--- config.mk ---
export PLATFORM = sky130hd
export DESIGN_NAME = mem_port
export DESIGN_NICKNAME = d
export VERILOG_FILES = /design/src/dcache_pkg.sv /design/src/mem_port.sv
export SDC_FILE = /design/constraint.sdc
export NUM_CORES = 1
export LEC_CHECK = 0
export ABC_AREA = 1
export ABC_CLOCK_PERIOD_IN_PS = 38000
export CELL_PAD_IN_SITES_DETAIL_PLACEMENT = 1
export CELL_PAD_IN_SITES_GLOBAL_PLACEMENT = 1
export CORE_AREA = 2 2 447 449
export CTS_BUF_LIST = sky130_fd_sc_hd__clkbuf_8
export DETAILED_ROUTE_END_ITERATION = 8
export DIE_AREA = 0 0 449 451
export DONT_BUFFER_PORTS = 1
export PLACE_DENSITY = 0.34
export SYNTH_ARGS = -nofsm -noshare
export SYNTH_HDL_FRONTEND = slang
export SYNTH_SLANG_ARGS = --single-unit
--- constraint.sdc ---
create_clock -name clk -period 38 [get_ports clk]
set_input_delay 7.6 -clock clk [delete_from_list [all_inputs] [get_ports clk]]
set_output_delay 7.6 -clock clk [all_outputs]
set_load 0.01 [all_outputs]
--- src/dcache_pkg.sv ---
package dcache_pkg;

    parameter int ADDR_W     = 32;
    parameter int WORD_W     = 32;
    parameter int LINE_WORDS = 8;
    parameter int OFFSET_W   = 5;
    parameter int WAYS       = 2;

    typedef logic [WORD_W-1:0]            word_t;
    typedef logic [LINE_WORDS*WORD_W-1:0] line_t;
    typedef logic [WORD_W/8-1:0]          strb_t;

    typedef enum logic [2:0] {
        OP_NONE,
        OP_LOAD,
        OP_STORE_W,
        OP_STORE_H,
        OP_STORE_B
    } cpu_op_t;

    // store data is already placed in its byte lanes
    typedef struct packed {
        cpu_op_t           op;
        logic [ADDR_W-1:0] addr;
        word_t             wdata;
    } cpu_req_t;

    typedef enum logic [1:0] {
        MEM_NONE,
        MEM_READ_BLOCK,
        MEM_WRITE_BLOCK
    } mem_cmd_t;

    typedef struct packed {
        mem_cmd_t          cmd;
        logic [ADDR_W-1:0] addr;
        line_t             wblock;
    } mem_req_t;

    typedef enum logic [2:0] {
        S_IDLE,
        S_LOOKUP,
        S_STORE,
        S_MISS,
        S_REFILL
    } dc_state_t;

endpackage

--- src/mem_port.sv ---
`timescale 1ns/10ps

module mem_port (
    input  logic                          clk,
    input  logic                          rstn,
    input  logic                          miss_start,
    input  logic                          victim_dirty,
    input  logic [dcache_pkg::ADDR_W-1:0] victim_addr,
    input  dcache_pkg::line_t             victim_line,
    input  dcache_pkg::cpu_req_t          held,
    input  dcache_pkg::line_t             mem_rblock,
    input  logic                          mem_done,
    output dcache_pkg::mem_req_t          mem_req,
    output dcache_pkg::line_t             fill_line,
    output logic                          fill_done
);
    import dcache_pkg::*;

    typedef enum logic [1:0] {
        P_IDLE,
        P_WRITE,
        P_READ
    } port_state_t;

    port_state_t       pstate;
    mem_cmd_t          cmd_q;
    logic [ADDR_W-1:0] wb_addr_q;
    line_t             wb_line_q;

    // cmd is a single-cycle pulse
    always_ff @(posedge clk) begin
        if (!rstn) begin
            pstate <= P_IDLE;
            cmd_q  <= MEM_NONE;
        end
        else begin
            cmd_q <= MEM_NONE;
            if (miss_start) begin
                pstate <= victim_dirty ? P_WRITE : P_READ;
                cmd_q  <= victim_dirty ? MEM_WRITE_BLOCK : MEM_READ_BLOCK;
            end
            else if (mem_done && pstate == P_WRITE) begin
                pstate <= P_READ;
                cmd_q  <= MEM_READ_BLOCK;
            end
            else if (mem_done && pstate == P_READ) begin
                pstate <= P_IDLE;
            end
        end
    end

    // victim kept here while the arrays sit idle
    always_ff @(posedge clk) begin
        if (miss_start) begin
            wb_addr_q <= victim_addr;
            wb_line_q <= victim_line;
        end
        if (fill_done) begin
            fill_line <= mem_rblock;
        end
    end

    assign fill_done = (pstate == P_READ) && mem_done;

    always_comb begin
        mem_req.cmd    = cmd_q;
        mem_req.wblock = wb_line_q;
        if (pstate == P_WRITE) begin
            mem_req.addr = wb_addr_q;
        end
        else begin
            mem_req.addr = {held.addr[ADDR_W-1:OFFSET_W], {OFFSET_W{1'b0}}};
        end
    end

endmodule

==> reports/qor.txt <==
Fillers: 22,500
Critical Path Source Type: primary input
MaxCap Viol Count: 0
Period utilisation layout: 42.0%
Worst Skew: 0.0332 ns
Met2 Use GR: 15.6%
Chip Height: 451 um
Gpl congestion: 0.950
Worst-path clk slew: 0.05 ns
Cell variety after synth: 10
Synthesized cell area: 16,900 um^2
1st-iter DRT viols: 1,013
Leakage: 0.00684 uW
Sequential cell area: 16,400 um^2
WL/cell: 29.4 um
Outcome: completed
Largest area contributor in the netlist: edfxtp_1
Largest net degree at the start of global routing: 291
Layout area overhead: 34.8%
Syn Nets: 1,284
Worst hold-check path type: flop to flop
RSZ-0062 raised after global routing: no
Total CTS buffers: 109
Ports: 1,163
DRT Wirelength: 104,000 um
HPWL Detailed: 85,700 um
Clk sink count: 548
Max Slew Vio Count: 0
# resized after CTS: 0
PortBufs: 0
Core Rows: 164
Setup crit end kind: output pin
Seq/Total Area, Yosys: 97.0%
Most used routing layer: met2
Hold Buf Count CTS: 0
Commonest non-fill, non-tap cell in the layout: edfxtp_1
Layout cells sized above 1: 20.3%
Number of global-route vias before repair: 7,816
Setup Viol. Count Final: 0
Max FO, Critical Path: 32
Core area: 198,000 um^2
Most frequent cells in the layout: edfxtp_1 (544), clkbuf_8 (110), nand2_1 (58), nand3_1 (29), inv_1 (27)
GRT met3 Usage: 6.69%
CTS root buffer: clkbuf_8
GRT Resource Usage Total: 9.85%
Avg Synthesized Cell Area: 25.3 um^2
Top post-synthesis cells by area: edfxtp_1 (97%), nand2_1 (1.3%), nand3_1 (0.86%)
Fmax: 62.7 MHz
Gate Count Post-Synth: 668
Max VDD drop: 0.0220 mV
Synth Warn #: 0
Total setup buffers inserted after CTS: 0
Global route total overflow: 0
Die Span X: 449 um
Setup WS post-layout: 22.06 ns
Minimum clock period: 15.94 ns
Final hold vios: 0
Clock latency at the later pin of the worst-skew pair: 0.83 ns
Multi-input gate area: 417 um^2
Synthesized flop and latch total: 548
Die area: 202,000 um^2
WP data arrival: 8.34 ns
Final nets: 1,392
Post-place setup slack: 22.00 ns
CP Data Required Time: 30.40 ns
CTS tree: yes
Actual slew at the worst max-slew pin: 1.08 ns
Initial antenna violation count: 174
Total negative slack: 0 ns
Vias/cell: 2.37
Clk buf depth: 3
Worst hold margin: 0.506 ns
H-tree levels: 3
First-pass GRT wire length: 122,000 um
Post-route antenna net violation count: 0
Synth top area share: 96.5%
Drt drc: 0
Slew headroom: 28.1%
Drt pass-1 iters: 5
M1 GR Usage: 10.4%
Pwr dens: 64.8 nW/um^2
Initial Utilization: 8.54%
Vias after detailed routing: 8,423
Crit Path Class: primary input to output pin
synth_stat cells (all sizes together):
| master | number |
|---|---|
| nor2 | 6 |
| o21ai | 3 |
| nand3 | 29 |
| nor3 | 1 |
| edfxtp | 544 |
| inv | 13 |
| nand2 | 59 |
| dfxtp | 4 |
| buf | 9 |
cell families (layout without fill, tap and decap cells):
family | count (synthesis) | count (layout) | synth area share (%)
other | 0 | 30 | 0
and+or+nand+nor | 95 | 95 | 2.33
buffers and inverters | 22 | 220 | 0.599
AOI/OAI and AO/OA | 3 | 3 | 0.0887
DFF | 548 | 548 | 97.0
cell type report:
type / count / share of cell area [%]
tap: 2656 / 14.6
clock inverter: 91 / 4.30
sequential: 548 / 71.9
multi-input combinational: 98 / 1.83
timing repair buffer: 6 / 0.197
clock buffer: 110 / 6.63
inverter: 13 / 0.214
antenna: 30 / 0.329
flip-flops by register name, summed over array words and instances (netlist names):
signal,count
cmd_q,2
fill_line,256
pstate,2
wb_line_q,256
wb_addr_q,32
where the power goes:
group          switching (uW)  total, uW  internal (uW)
combinational            17.4       19.4           2.04
sequential               44.4        752            708
clock                     301        706            405
total                     363       1480           1110
per-layer routing:
metal	wire, um	up-vias
met3	15100	346
met5	843	-
met4	3080	128
met2	49000	889
li1	-	2912
met1	36300	4148
worst max-delay path, cell delays in order:
cell,delay [ns]
inv_1,0.04
nor3_2,0.16
buf_4,0.49
worst paths after layout:
| kind | end | startpoint | slack (ns) | cells after the start |
|---|---|---|---|---|
| setup / recovery | fill_done | mem_done | 22.06 | 3 |
| hold / removal | pstate[1]$_SDFFE_PN0P_ | pstate[1]$_SDFFE_PN0P_ | 0.51 | 2 |
| setup reg to reg | fill_line[148]$_DFFE_PP_ | pstate[0]$_SDFFE_PN0P_ | 35.12 | 3 |
| hold reg to reg | pstate[1]$_SDFFE_PN0P_ | pstate[1]$_SDFFE_PN0P_ | 0.51 | 2 |
through the flow:
| step | instances | instance area, um^2 | util, % | total power, uW |
|---|---|---|---|---|
| after detailed placement | 3321 | 20300 | 10.2 | 787 |
| after global placement | 3321 | 20300 | 10.2 | 787 |
| after CTS | 3522 | 22700 | 11.5 | 1520 |
| after floorplan | 668 | 16900 | - | 759 |
| after global routing | 3535 | 22800 | 11.5 | 1540 |
| final | 3552 | 22800 | 11.5 | 1480 |
Note: power is estimated with default switching activity, not from simulation.
