**src/dcache_pkg.sv**
```systemverilog
package dcache_pkg;

    parameter int ADDR_W     = 32;
    parameter int WORD_W     = 32;
    parameter int LINE_WORDS = 8;
    parameter int OFFSET_W   = 5;
    parameter int WAYS       = 2;

    typedef logic [WORD_W-1:0]            word_t;
    typedef logic [LINE_WORDS*WORD_W-1:0] line_t;
    typedef logic [WORD_W/8-1:0]          strb_t;

    typedef enum logic [2:0] {
        OP_NONE,
        OP_LOAD,
        OP_STORE_W,
        OP_STORE_H,
        OP_STORE_B
    } cpu_op_t;

    // store data is already placed in its byte lanes
    typedef struct packed {
        cpu_op_t           op;
        logic [ADDR_W-1:0] addr;
        word_t             wdata;
    } cpu_req_t;

    typedef enum logic [1:0] {
        MEM_NONE,
        MEM_READ_BLOCK,
        MEM_WRITE_BLOCK
    } mem_cmd_t;

    typedef struct packed {
        mem_cmd_t          cmd;
        logic [ADDR_W-1:0] addr;
        line_t             wblock;
    } mem_req_t;

    typedef enum logic [2:0] {
        S_IDLE,
        S_LOOKUP,
        S_STORE,
        S_MISS,
        S_REFILL
    } dc_state_t;

endpackage

```
**src/dcache_ctrl.sv**
```systemverilog
`timescale 1ns/10ps

module dcache_ctrl (
    input  logic                          clk,
    input  logic                          rstn,
    input  dcache_pkg::cpu_req_t          req,
    input  dcache_pkg::cpu_req_t          held,
    input  logic                          taken,
    input  logic                          hit,
    input  dcache_pkg::word_t             hit_word,
    input  logic                          fill_done,
    output dcache_pkg::dc_state_t         state,
    output logic                          ready,
    output logic                          data_valid,
    output dcache_pkg::word_t             load_data,
    output logic [dcache_pkg::ADDR_W-1:0] look_addr,
    output logic                          miss_start
);
    import dcache_pkg::*;

    dc_state_t next_state;
    dc_state_t nobusy_ns;

    always_ff @(posedge clk) begin
        if (!rstn) begin
            state <= S_IDLE;
        end
        else begin
            state <= next_state;
        end
    end

    // where to go whenever ready is high
    assign nobusy_ns = (req.op != OP_NONE) ? S_LOOKUP : S_IDLE;

    always_comb begin
        next_state = state;
        ready      = 1'b0;
        data_valid = 1'b0;
        miss_start = 1'b0;
        case (state)
            S_IDLE: begin
                ready      = 1'b1;
                next_state = nobusy_ns;
            end
            S_LOOKUP: begin
                if (!hit) begin
                    miss_start = 1'b1;
                    next_state = S_MISS;
                end
                else if (held.op == OP_LOAD) begin
                    data_valid = 1'b1;
                    // hold the word until the cpu takes it
                    if (taken) begin
                        ready      = 1'b1;
                        next_state = nobusy_ns;
                    end
                end
                else begin
                    next_state = S_STORE;
                end
            end
            S_STORE: begin
                // lanes land at the end of this cycle
                ready      = 1'b1;
                next_state = nobusy_ns;
            end
            S_MISS: begin
                if (fill_done) begin
                    next_state = S_REFILL;
                end
            end
            S_REFILL: begin
                next_state = S_LOOKUP;
            end
            default: begin
                next_state = S_IDLE;
            end
        endcase
    end

    assign load_data = hit_word;

    // a new request is looked up at the edge that accepts it
    assign look_addr = ready ? req.addr : held.addr;

endmodule

```
**config.mk**
```make
export PLATFORM = sky130hd
export DESIGN_NAME = dcache_ctrl
export DESIGN_NICKNAME = d
export VERILOG_FILES = /design/src/dcache_pkg.sv /design/src/dcache_ctrl.sv
export SDC_FILE = /design/constraint.sdc
export NUM_CORES = 1
export LEC_CHECK = 0
export BUFFER_PORTS_ARGS = -buffer_cell sky130_fd_sc_hd__buf_2
export CAP_MARGIN = 20
export CORE_AREA = 3 3 92 94
export DETAILED_ROUTE_END_ITERATION = 6
export DIE_AREA = 0 0 95 97
export PLACE_DENSITY = 0.5
export SYNTH_ARGS = -nofsm -noshare
export SYNTH_HDL_FRONTEND = slang
export SYNTH_SLANG_ARGS = --single-unit
```
**constraint.sdc**
```tcl
create_clock -name clk -period 2.08 [get_ports clk]
set_input_delay 0.416 -clock clk [delete_from_list [all_inputs] [get_ports clk]]
set_output_delay 0.416 -clock clk [all_outputs]
set_load 0.03 [all_outputs]
```
==> run_results.csv <==
group,metric,value,unit
drt,routed_via_density,3.39,
synthesis,synth-async-reset-ratio,0,%
drt,top_layer,"met3",
power,fin_total_pwr,0.894,mW
synthesis,syn-instance-count,92,
final_layout,areaGrowthSynthToFinish,77.2,%
synthesis,synth_edf_count,0,
synthesis,seq_area_frac_synth,6.30,%
global_routing,track_usage,5.70,%
clock_tree,root_buffer,"clkbuf_8",
synthesis,synth_cell_types,21,
floorplanning,die_area,0.00922,mm2
synthesis,yosys_warnings,0,
final_layout,largest-register,"state",
clock_tree,cts.clk_slew.worst_paths,0.03,ns
drt,routed_wl,3000,um
power,power.clock.fraction,18.5,%
power,vdd_ir_drop_max,0.144,mV
global_routing,grt_pass1_wl,4200,um
floorplanning,fp.coreArea,0.00773,mm2
drt,wl_met3,550,um
power,seq_power_share,7.3,%
worst_setup_path,cp_max_fo,33,
final_layout,n_antenna_cell,0,
power,p_leak,0.873,nW
drt,met2_length,1540,um
worst_setup_path,path_class,"in -> out",
final_layout,drive_above_1_share,87.7,%
drt,wl_per_cell,10.7,um
sta,fin_crit_sh,114,%
drt,drt_iter0_drc,38,
clock_tree,clock_latency,0.21,ns
place,hpwl,2480,um
synthesis,synth.avg_cell_area,10.4,um2
sta,fin_skew,0.000889,ns
power,power_density,529,mW/mm2
global_routing,grt_pass1_vias,981,
drt,vias,953,
floorplanning,start_util,12.3,%
sta,slew_headroom,77.2,%
run,drv_cap,0,
global_routing,grt_max_degree,34,
place,port_buffers,112,
synthesis,synth_nets,263,
synthesis,synth_area,953,um2
synthesis,ys_ff_latch,3,
sta,slew_violations,0,
final_layout,final_area,0.00169,mm2
drt,drtAntennaViolNets,0,
power,swShare,39.8,%
sta,min_period,2.37,ns
final_layout,layout_commonest_cell,"buf_2",
floorplanning,chipHeight,97,um
worst_hold_path,hp-class,"in -> reg",
place,place.gp.congestion,0.709,
final_layout,layout_common_cells,"buf_2 (77), buf_6 (35), mux2_4 (29), buf_4 (5)",
global_routing,antenna_found_initial,0,
worst_setup_path,end_kind,"output pin",
power,power.internal,0.538,mW
synthesis,synthFlopType,"dfxtp_1",
drt,wl_met1,911,um
global_routing,grt.overflow.total,0,
clock_tree,cts.path.max_buffers,2,
floorplanning,die_w,95,um
sta,fmax,422,MHz
sta,worstMarginPinSlew,0.338,ns
outcome,status,"complete, but fails checks",
final_layout,largestRegisters,"state x3",
clock_tree,numCtsBuffers,3,
clock_tree,htree_levels,1,
worst_setup_path,cp-start-kind,"input port",
sta,hold_viol,0,
clock_tree,cts_setup_buffers,0,
power,power_frac_comb,74.2,%
final_layout,largest_register_ffs,3,
final_layout,nets,351,
worst_setup_path,arrival,1.95,ns
drt,first_pass_iters,2,
sta,setup_violations,33,
worst_setup_path,cp-startpoint,"held[65]",
clock_tree,cts_sinks,3,
outcome,failed_checks,"negative setup slack",
floorplanning,fp-row-count,32,
worst_hold_path,hp-start,"rstn",
power,power_switching,0.356,mW
place,dpl-instance-area,0.00143,mm2
sta,setup_ws,-0.289,ns
drt,drc,0,
final_layout,fillers,845,
sta,grt_setup_unrepaired,"true",
clock_tree,hold_buffers,0,
worst_setup_path,r2r_start,"state[2]$_SDFFE_PN0P_",
floorplanning,ios,241,
worst_setup_path,cp.required,1.66,ns
clock_tree,cts_tree,"done",
kinds of logic (layout without fill, tap and decap cells):
kind of cell    after synthesis  after routing  synth area share [%]
buf+inv                      38            125                  29.9
mux                          32             32                  49.2
simple gates                 13             13                  9.32
compound gates                6              6                  5.25
flops                         3              3                  6.30
Yosys cell counts (2+ instances only):
cell,n,area (um2)
mux2_4,29,435
nand2_1,2,7.51
inv_1,3,11.3
dfxtp_1,3,60.1
o21ai_0,2,10.0
nor2_1,3,11.3
buf_6,3,33.8
mux2_2,3,33.8
buf_4,32,240
worst max-delay path, stage by stage:
cell and delay (ns):
buf_6 0.09, or3b_4 0.40, nor3b_4 0.24, a31oi_4 0.12
buf_12 0.20, mux2_4 0.33, buf_6 0.14
repair_timing:
item | in CTS | in global routing
setup endpoints to repair | 34 | 34
resized for setup | 67 | 2
pin swaps | 0 | 0
power by group through the flow:
| stage | clock network, mW | logic (mW) | registers [mW] |
|---|---|---|---|
| after detailed placement | 0 | 0.556 | 0.0662 |
| after CTS | 0.172 | 0.664 | 0.0655 |
| final | 0.165 | 0.664 | 0.0655 |
| after floorplan | 0 | 0.499 | 0.0784 |
| after global placement | 0 | 0.551 | 0.0665 |
| after global routing | 0.182 | 0.698 | 0.0663 |
layout make-up:
class	instances	area [um2]	area share, %
Clock buffer	4	45.0	2.67
Inverter	3	11.3	0.667
Multi-Input combinational cell	51	608	36.0
Sequential cell	3	60.1	3.56
Tap cell	102	128	7.56
Timing Repair Buffer	118	837	49.6
metal layers:
layer,up-vias,global-route usage [%]
li1,464,-
met1,412,4.36
met2,77,11.4
met3,0,3.42
met4,0,1.55
met5,-,0
stage by stage:
step	util (%)	setup TNS [ns]	hold slack [ns]	setup WS [ns]	std cells
floorplan	-	-2.19	0.564	-0.0764	92
global placement	18.4	-10.03	0.616	-0.320	277
global route	21.9	-10.71	0.500	-0.347	281
detailed placement	18.4	-10.31	0.624	-0.332	277
CTS	21.8	-9.08	0.478	-0.313	281
finish	21.9	-8.75	0.482	-0.289	281
worst paths after layout:
path / endpoint / slack, ns / cells after the start
hold / removal: state[0]$_SDFFE_PN0P_ / 0.48 / 3
setup reg to reg: state[0]$_SDFFE_PN0P_ / 0.90 / 4
hold reg to reg: state[2]$_SDFFE_PN0P_ / 0.62 / 3
setup / recovery: look_addr[27] / -0.29 / 7
(Power assumes the default switching activity.)
