<file path="src/dcache_pkg.sv">
package dcache_pkg;

    parameter int ADDR_W     = 32;
    parameter int WORD_W     = 32;
    parameter int LINE_WORDS = 8;
    parameter int OFFSET_W   = 5;
    parameter int WAYS       = 2;

    typedef logic [WORD_W-1:0]            word_t;
    typedef logic [LINE_WORDS*WORD_W-1:0] line_t;
    typedef logic [WORD_W/8-1:0]          strb_t;

    typedef enum logic [2:0] {
        OP_NONE,
        OP_LOAD,
        OP_STORE_W,
        OP_STORE_H,
        OP_STORE_B
    } cpu_op_t;

    // store data is already placed in its byte lanes
    typedef struct packed {
        cpu_op_t           op;
        logic [ADDR_W-1:0] addr;
        word_t             wdata;
    } cpu_req_t;

    typedef enum logic [1:0] {
        MEM_NONE,
        MEM_READ_BLOCK,
        MEM_WRITE_BLOCK
    } mem_cmd_t;

    typedef struct packed {
        mem_cmd_t          cmd;
        logic [ADDR_W-1:0] addr;
        line_t             wblock;
    } mem_req_t;

    typedef enum logic [2:0] {
        S_IDLE,
        S_LOOKUP,
        S_STORE,
        S_MISS,
        S_REFILL
    } dc_state_t;

endpackage

</file>
<file path="src/req_capture.sv">
`timescale 1ns/10ps

module req_capture (
    input  logic                 clk,
    input  logic                 rstn,
    input  dcache_pkg::cpu_req_t req,
    input  logic                 ready,
    output dcache_pkg::cpu_req_t held,
    output dcache_pkg::strb_t    strb
);
    import dcache_pkg::*;

    // request register loaded while the cache is ready
    always_ff @(posedge clk) begin
        if (ready) begin
            held.addr  <= req.addr;
            held.wdata <= req.wdata;
        end
        if (!rstn) begin
            held.op <= OP_NONE;
        end
        else if (ready) begin
            held.op <= req.op;
        end
    end

    // byte lanes from size and low address bits
    always_comb begin
        case (held.op)
            OP_STORE_W: begin
                strb = 4'b1111;
            end
            OP_STORE_H: begin
                strb = held.addr[1] ? 4'b1100 : 4'b0011;
            end
            OP_STORE_B: begin
                strb = 4'b0001 << held.addr[1:0];
            end
            default: begin
                strb = 4'b0000;
            end
        endcase
    end

endmodule

</file>
<file path="config.mk">
export PLATFORM = sky130hd
export DESIGN_NAME = req_capture
export DESIGN_NICKNAME = d
export VERILOG_FILES = /design/src/dcache_pkg.sv /design/src/req_capture.sv
export SDC_FILE = /design/constraint.sdc
export NUM_CORES = 1
export LEC_CHECK = 0
export BUFFER_PORTS_ARGS = -buffer_cell sky130_fd_sc_hd__buf_2
export CAP_MARGIN = 5
export CORE_ASPECT_RATIO = 0.8
export CORE_MARGIN = 4
export CORE_UTILIZATION = 40
export CTS_CLUSTER_SIZE = 24
export DETAILED_ROUTE_END_ITERATION = 16
export PLACE_DENSITY = 0.76
export SYNTH_ARGS = -nofsm -noshare
export SYNTH_HDL_FRONTEND = slang
export SYNTH_SLANG_ARGS = --single-unit
</file>
<file path="constraint.sdc">
create_clock -name clk -period 1.2 [get_ports clk]
set_input_delay 0 -clock clk [delete_from_list [all_inputs] [get_ports clk]]
set_output_delay 0 -clock clk [all_outputs]
set_load 0.02 [all_outputs]
</file>
==> results of run 1 <==
[cell type report]
class                      instances  share of cell area (%)
sequential                        67                    51.2
clock buffer                       9                    3.20
timing repair buffer             214                    38.0
inverter                           1                  0.0971
tap                               62                    2.01
multi-input combinational         15                    4.14
clock inverter                     7                    1.33
[power by group]
group          internal [mW]  total, mW  leakage [nW]  switching, mW
logic                  0.404      0.879         0.939          0.475
registers               2.76       2.82         0.651         0.0596
clock network          0.758       1.64        0.0860          0.879
total                   3.92       5.34          1.68           1.41
[worst max-delay path by stage]
stage | startpoint | endpoint | slack [ns]
2_1_floorplan | held[33]$_DFFE_PP_ | strb[0] | -0.04
3_3_place_gp | held[33]$_DFFE_PP_ | strb[1] | 0.02
3_5_place_dp | held[33]$_DFFE_PP_ | strb[0] | 0.004
4_1_cts | held[33]$_DFFE_PP_ | strb[0] | -0.35
5_1_grt | held[33]$_DFFE_PP_ | strb[1] | -0.44
6_report | held[33]$_DFFE_PP_ | strb[0] | -0.36
[worst max-delay path, cell delays in order (launching register included)]
cell and delay, ns:
edfxtp_1 0.42, or4b_4 0.54, o22ai_4 0.12, buf_6 0.14
[stage by stage]
stage          total power, mW  worst slack [ns]  utilization [%]  cells  TNS, ns
2_1_floorplan             3.16           -0.0355                -     83  -0.0711
3_3_place_gp              3.51            0.0205             58.9    291        0
3_5_place_dp              3.53           0.00438             58.9    291        0
4_1_cts                   5.36            -0.353             76.2    375    -1.16
5_1_grt                   5.57            -0.438             76.4    375    -1.52
6_report                  5.34            -0.363             76.4    375    -1.25
[cells in the final DEF (no fill, tap or decap)]
cell,n
and2_1,1
and4bb_2,1
buf_12,2
buf_2,136
buf_4,6
buf_6,2
clkbuf_8,9
clkinv_2,2
clkinv_4,1
clkinvlp_4,2
dfxtp_1,3
dlygate4sd3_1,68
edfxtp_1,64
inv_1,1
inv_6,2
mux2i_1,3
nand2b_2,1
nor2b_1,4
o22ai_4,2
o2bb2ai_1,1
o2bb2ai_2,1
or4b_4,1
[per-layer routing]
metal,vias up,GRT usage [%]
li1,784,-
met4,0,6.78
met1,818,23.3
met5,-,0
met2,114,38.4
met3,19,12.8
[cells by family (layout without fill, tap and decap cells)]
logic type	Yosys count	after routing	share of synthesized area (%)
muxes	3	3	1.42
AOI/OAI and AO/OA	4	4	1.42
and+or+nand+nor	8	8	3.02
buffers and inverters	1	231	0.178
DFF	67	67	94.0
[what timing repair did]
item / 4_1_cts / 5_1_grt
hold endpoints to repair: 67 / 0
setup endpoints to repair: 4 / 4
hold buffers: 68 / 0
gates resized for setup: 6 / 2
==> metrics.yaml, run 1 <==
status: "finished, violations left"
violations: "negative setup slack"
die_h_um: 73.0
ys_seq_area_share_pct: 94.0
drcViolationCount: 0
max_slew.worst_pin.slew_ns: 0.239
dr_wl_met2_um: 3530
holdPathStages: 2
fillers: 302
cp.required_ns: 1.20
synthArstFlopShare_pct: 0
clk_latency_ns: 0.33
synth_edf_count: 64
gp_congestion: 0.758
synth_cell_types: 11
drive_above_1_share_pct: 53.7
rsz0062_at_grt: "true"
crit_fanout: 2
largest_register_ffs: 67
core-area_mm2: 0.00506
cts.clk_slew.worst_paths_ns: 0.08
synth_most_common_cell: "edfxtp_1"
top_register: "held"
port_buffers: 140
r2r_slack_ns: 0.36
slew_headroom_pct: 84.0
yosys-top-cells-count: "edfxtp_1, nor2b_1, dfxtp_1, mux2i_1"
hold_viol: 0
routed-wl-met3_um: 837
met1_length_um: 2300
vias: 1735
grt_pass1_wl_um: 10000
r2r-end: "held[65]$_SDFFE_PN0P_"
largest_registers: "held (67)"
highest_layer: "met4"
drt_iter0_drc: 119
clockBufferDepth: 2
io_pins: 141
ir_drop_uv: 948
synthCells: 83
yosysTopAreaCell: "edfxtp_1"
post-dp-hpwl_um: 3800
die_width_um: 89.2
grt_max_degree: 41
finalCritPeriodShare_pct: 130
critPathLaunchType: "flip-flop"
synth_area_mm2: 0.00211
clock.fmax_mhz: 640
wl_per_cell_um: 18.2
min_from: "ready"
dieArea_mm2: 0.00651
drtAntennaViolNets: 0
layout.nets: 378
cts_root_buffer: "clkbuf_8"
initial_core_util_pct: 41.7
grt-ovfl-total: 0
grtUsageTotal_pct: 22.4
hold_slack_ns: 0.158
maxCapViolCount: 0
grt_pass1_vias: 1930
ys.flop_type: "edfxtp_1"
cts_made_buffers: 9
syn_avg_cell_area_um2: 25.4
hold_path_end: "held[29]$_DFFE_PP_"
crit_type: "reg -> out"
syn_nets: 153
critPathCaptureType: "primary output"
firstDrtPassIters: 4
syn_to_final_growth_pct: 83.3
yosys.area.top_type_share_pct: 91.1
numClockSinks: 67
htree_levels: 3
cp.arrival_ns: 1.56
fin_skew_ns: 0
vias_per_cell: 4.63
setup_ws_ns: -0.363
yosys_warnings: 0
multi_input_area_um2: 160
dpl_cell_area_mm2: 0.00299
antenna_found_initial: 0
period_needed_ns: 1.56
r2r_cells: 3
finalMaxSlewViolations: 0
post-cts-setup-buffer-count: 0
power_leakage_nw: 1.68
antenna_cells: 0
wirelength_um: 6840
cellPowerDensity_mw_per_mm2: 1380
min_path_type: "in -> reg"
ys_top_cells_by_area: "edfxtp_1, dfxtp_1, mux2i_1, nor2b_1, o2bb2ai_1"
setup_viol: 4
fin_area_mm2: 0.00387
r2r-start: "held[65]$_SDFFE_PN0P_"
num_rows: 23
ff_latch_area_mm2: 0.00198
ys_seq_elements: 67
cts_tree: "built"
(Power assumes the default switching activity.)
==> run 2, diff against run 1 <==
Settings changed: CORE_ASPECT_RATIO 0.8 to default.
==> metrics.yaml, run 2 (synthesis gave the netlist of run 1 again) <==
status: "finished, violations left"
violations: "negative setup slack"
ir_drop_uv: 1100
wirelength_um: 6850
critPathBufInv: 1
numClockSinks: 67
slowest_delay_ns: 0.54
pwr-share-seq_pct: 47.5
dp_cells: 298
cellPowerDensity_mw_per_mm2: 1510
critPathLaunchType: "flip-flop"
crit_path_top_delay_cell: "or4b_4"
post-dp-hpwl_um: 3800
finalMaxSlewViolations: 0
path_cells: "or4b_4, o22ai_4, buf_6"
grt_pass1_vias: 1785
dpl_cell_area_mm2: 0.00299
drt_iter0_drc: 110
die_h_um: 80.6
grt-ovfl-total: 0
grt_pass1_wl_um: 9840
rsz0062_at_grt: "true"
num_rows: 26
fin_total_pwr_mw: 5.93
tns_ns: -0.985
cts_tree: "built"
routed-wl-met3_um: 614
cp.arrival_ns: 1.52
met1_length_um: 2360
max_slew.worst_pin.slew_ns: 0.220
path_delay_family: "simple AND/OR/NAND/NOR gates"
p_sw_mw: 1.39
drtAntennaViolNets: 0
grtUsageTotal_pct: 21.7
core-area_mm2: 0.00511
syn_to_final_growth_pct: 86.4
largest_register_ffs: 67
internal-power_mw: 4.54
antenna_cells: 0
p_sw_share_pct: 23.5
dp_slack_ns: -0.0670
power_leakage_nw: 1.71
setup_ws_ns: -0.320
io_pins: 141
fin_area_mm2: 0.00393
clkPwrFrac_pct: 37.9
htree_levels: 3
firstDrtPassIters: 4
cts_root_buffer: "clkbuf_8"
clockBufferDepth: 2
dr_wl_met2_um: 3760
port_buffers: 140
drive_above_1_share_pct: 53.0
initial_core_util_pct: 41.3
hold_viol: 0
maxCapViolCount: 0
die_width_um: 80.6
finalCritPeriodShare_pct: 127
layout.nets: 378
period_needed_ns: 1.52
fin_skew_ns: 0
crit_fanout: 2
combPwrFrac_pct: 14.6
top_register: "held"
wl_per_cell_um: 17.9
largest_registers: "held (67)"
stdcell_count: 383
gp_congestion: 0.694
cts.clk_slew.worst_paths_ns: 0.08
critPathCaptureType: "primary output"
slew_headroom_pct: 85.3
crit_type: "reg -> out"
drcViolationCount: 0
hold_slack_ns: 0.161
min_path_type: "in -> reg"
clk_latency_ns: 0.32
antenna_found_initial: 0
utilization_pct: 77.0
cp.required_ns: 1.20
cts_made_buffers: 9
clock.fmax_mhz: 658
layout_common_cells: "buf_2, dlygate4sd3_1, edfxtp_1"
dieArea_mm2: 0.00650
grt_max_degree: 44
vias: 1727
vias_per_cell: 4.51
highest_layer: "met4"
final_common_cell: "buf_2"
setup_viol: 4
## run 2: cell types whose count changed in the layout (fill, tap and decap cells not counted), sizes merged
cell      before  now
bufinv         0    3
clkinv         3    4
clkinvlp       2    0
inv            3    1
## run 2: final cells by class
type	instances	area, um2
sequential	67	1980
timing repair buffer	214	1460
fill	291	1180
multi-input combinational	15	154
clock buffer	9	124
clock inverter	7	116
tap	70	87.6
inverter	1	3.75
## run 2: final timing paths
check                             start                     to  slack, ns  cells after the start
setup / recovery     held[33]$_DFFE_PP_                strb[0]      -0.32                      3
hold / removal                    ready     held[29]$_DFFE_PP_       0.16                      2
setup reg to reg  held[64]$_SDFFE_PN0P_  held[64]$_SDFFE_PN0P_       0.46                      3
hold reg to reg   held[66]$_SDFFE_PN0P_  held[66]$_SDFFE_PN0P_       0.65                      3
## run 2: power groups by stage
stage	combinational [mW]	clock, mW	sequential (mW)
2_1_floorplan	0.0550	0	3.11
3_3_place_gp	0.650	0	2.85
3_5_place_dp	0.665	0	2.86
4_1_cts	0.857	2.26	2.81
5_1_grt	0.919	2.40	2.83
6_report	0.865	2.25	2.82
## run 2: timing repair
action / 4_1_cts / 5_1_grt
pin swaps: 0 / 0
endpoints found under the hold margin: 67 / 0
resized for setup: 5 / 0
setup endpoints to repair: 4 / 4
buffers inserted: 1 / 0
hold buffers: 68 / 0
## run 2: metal layers
layer | vias to the layer above | global-route usage (%)
met5 | - | 0
met4 | 0 | 6.25
met3 | 11 | 7.96
met2 | 105 | 40.6
met1 | 825 | 22.5
li1 | 786 | -
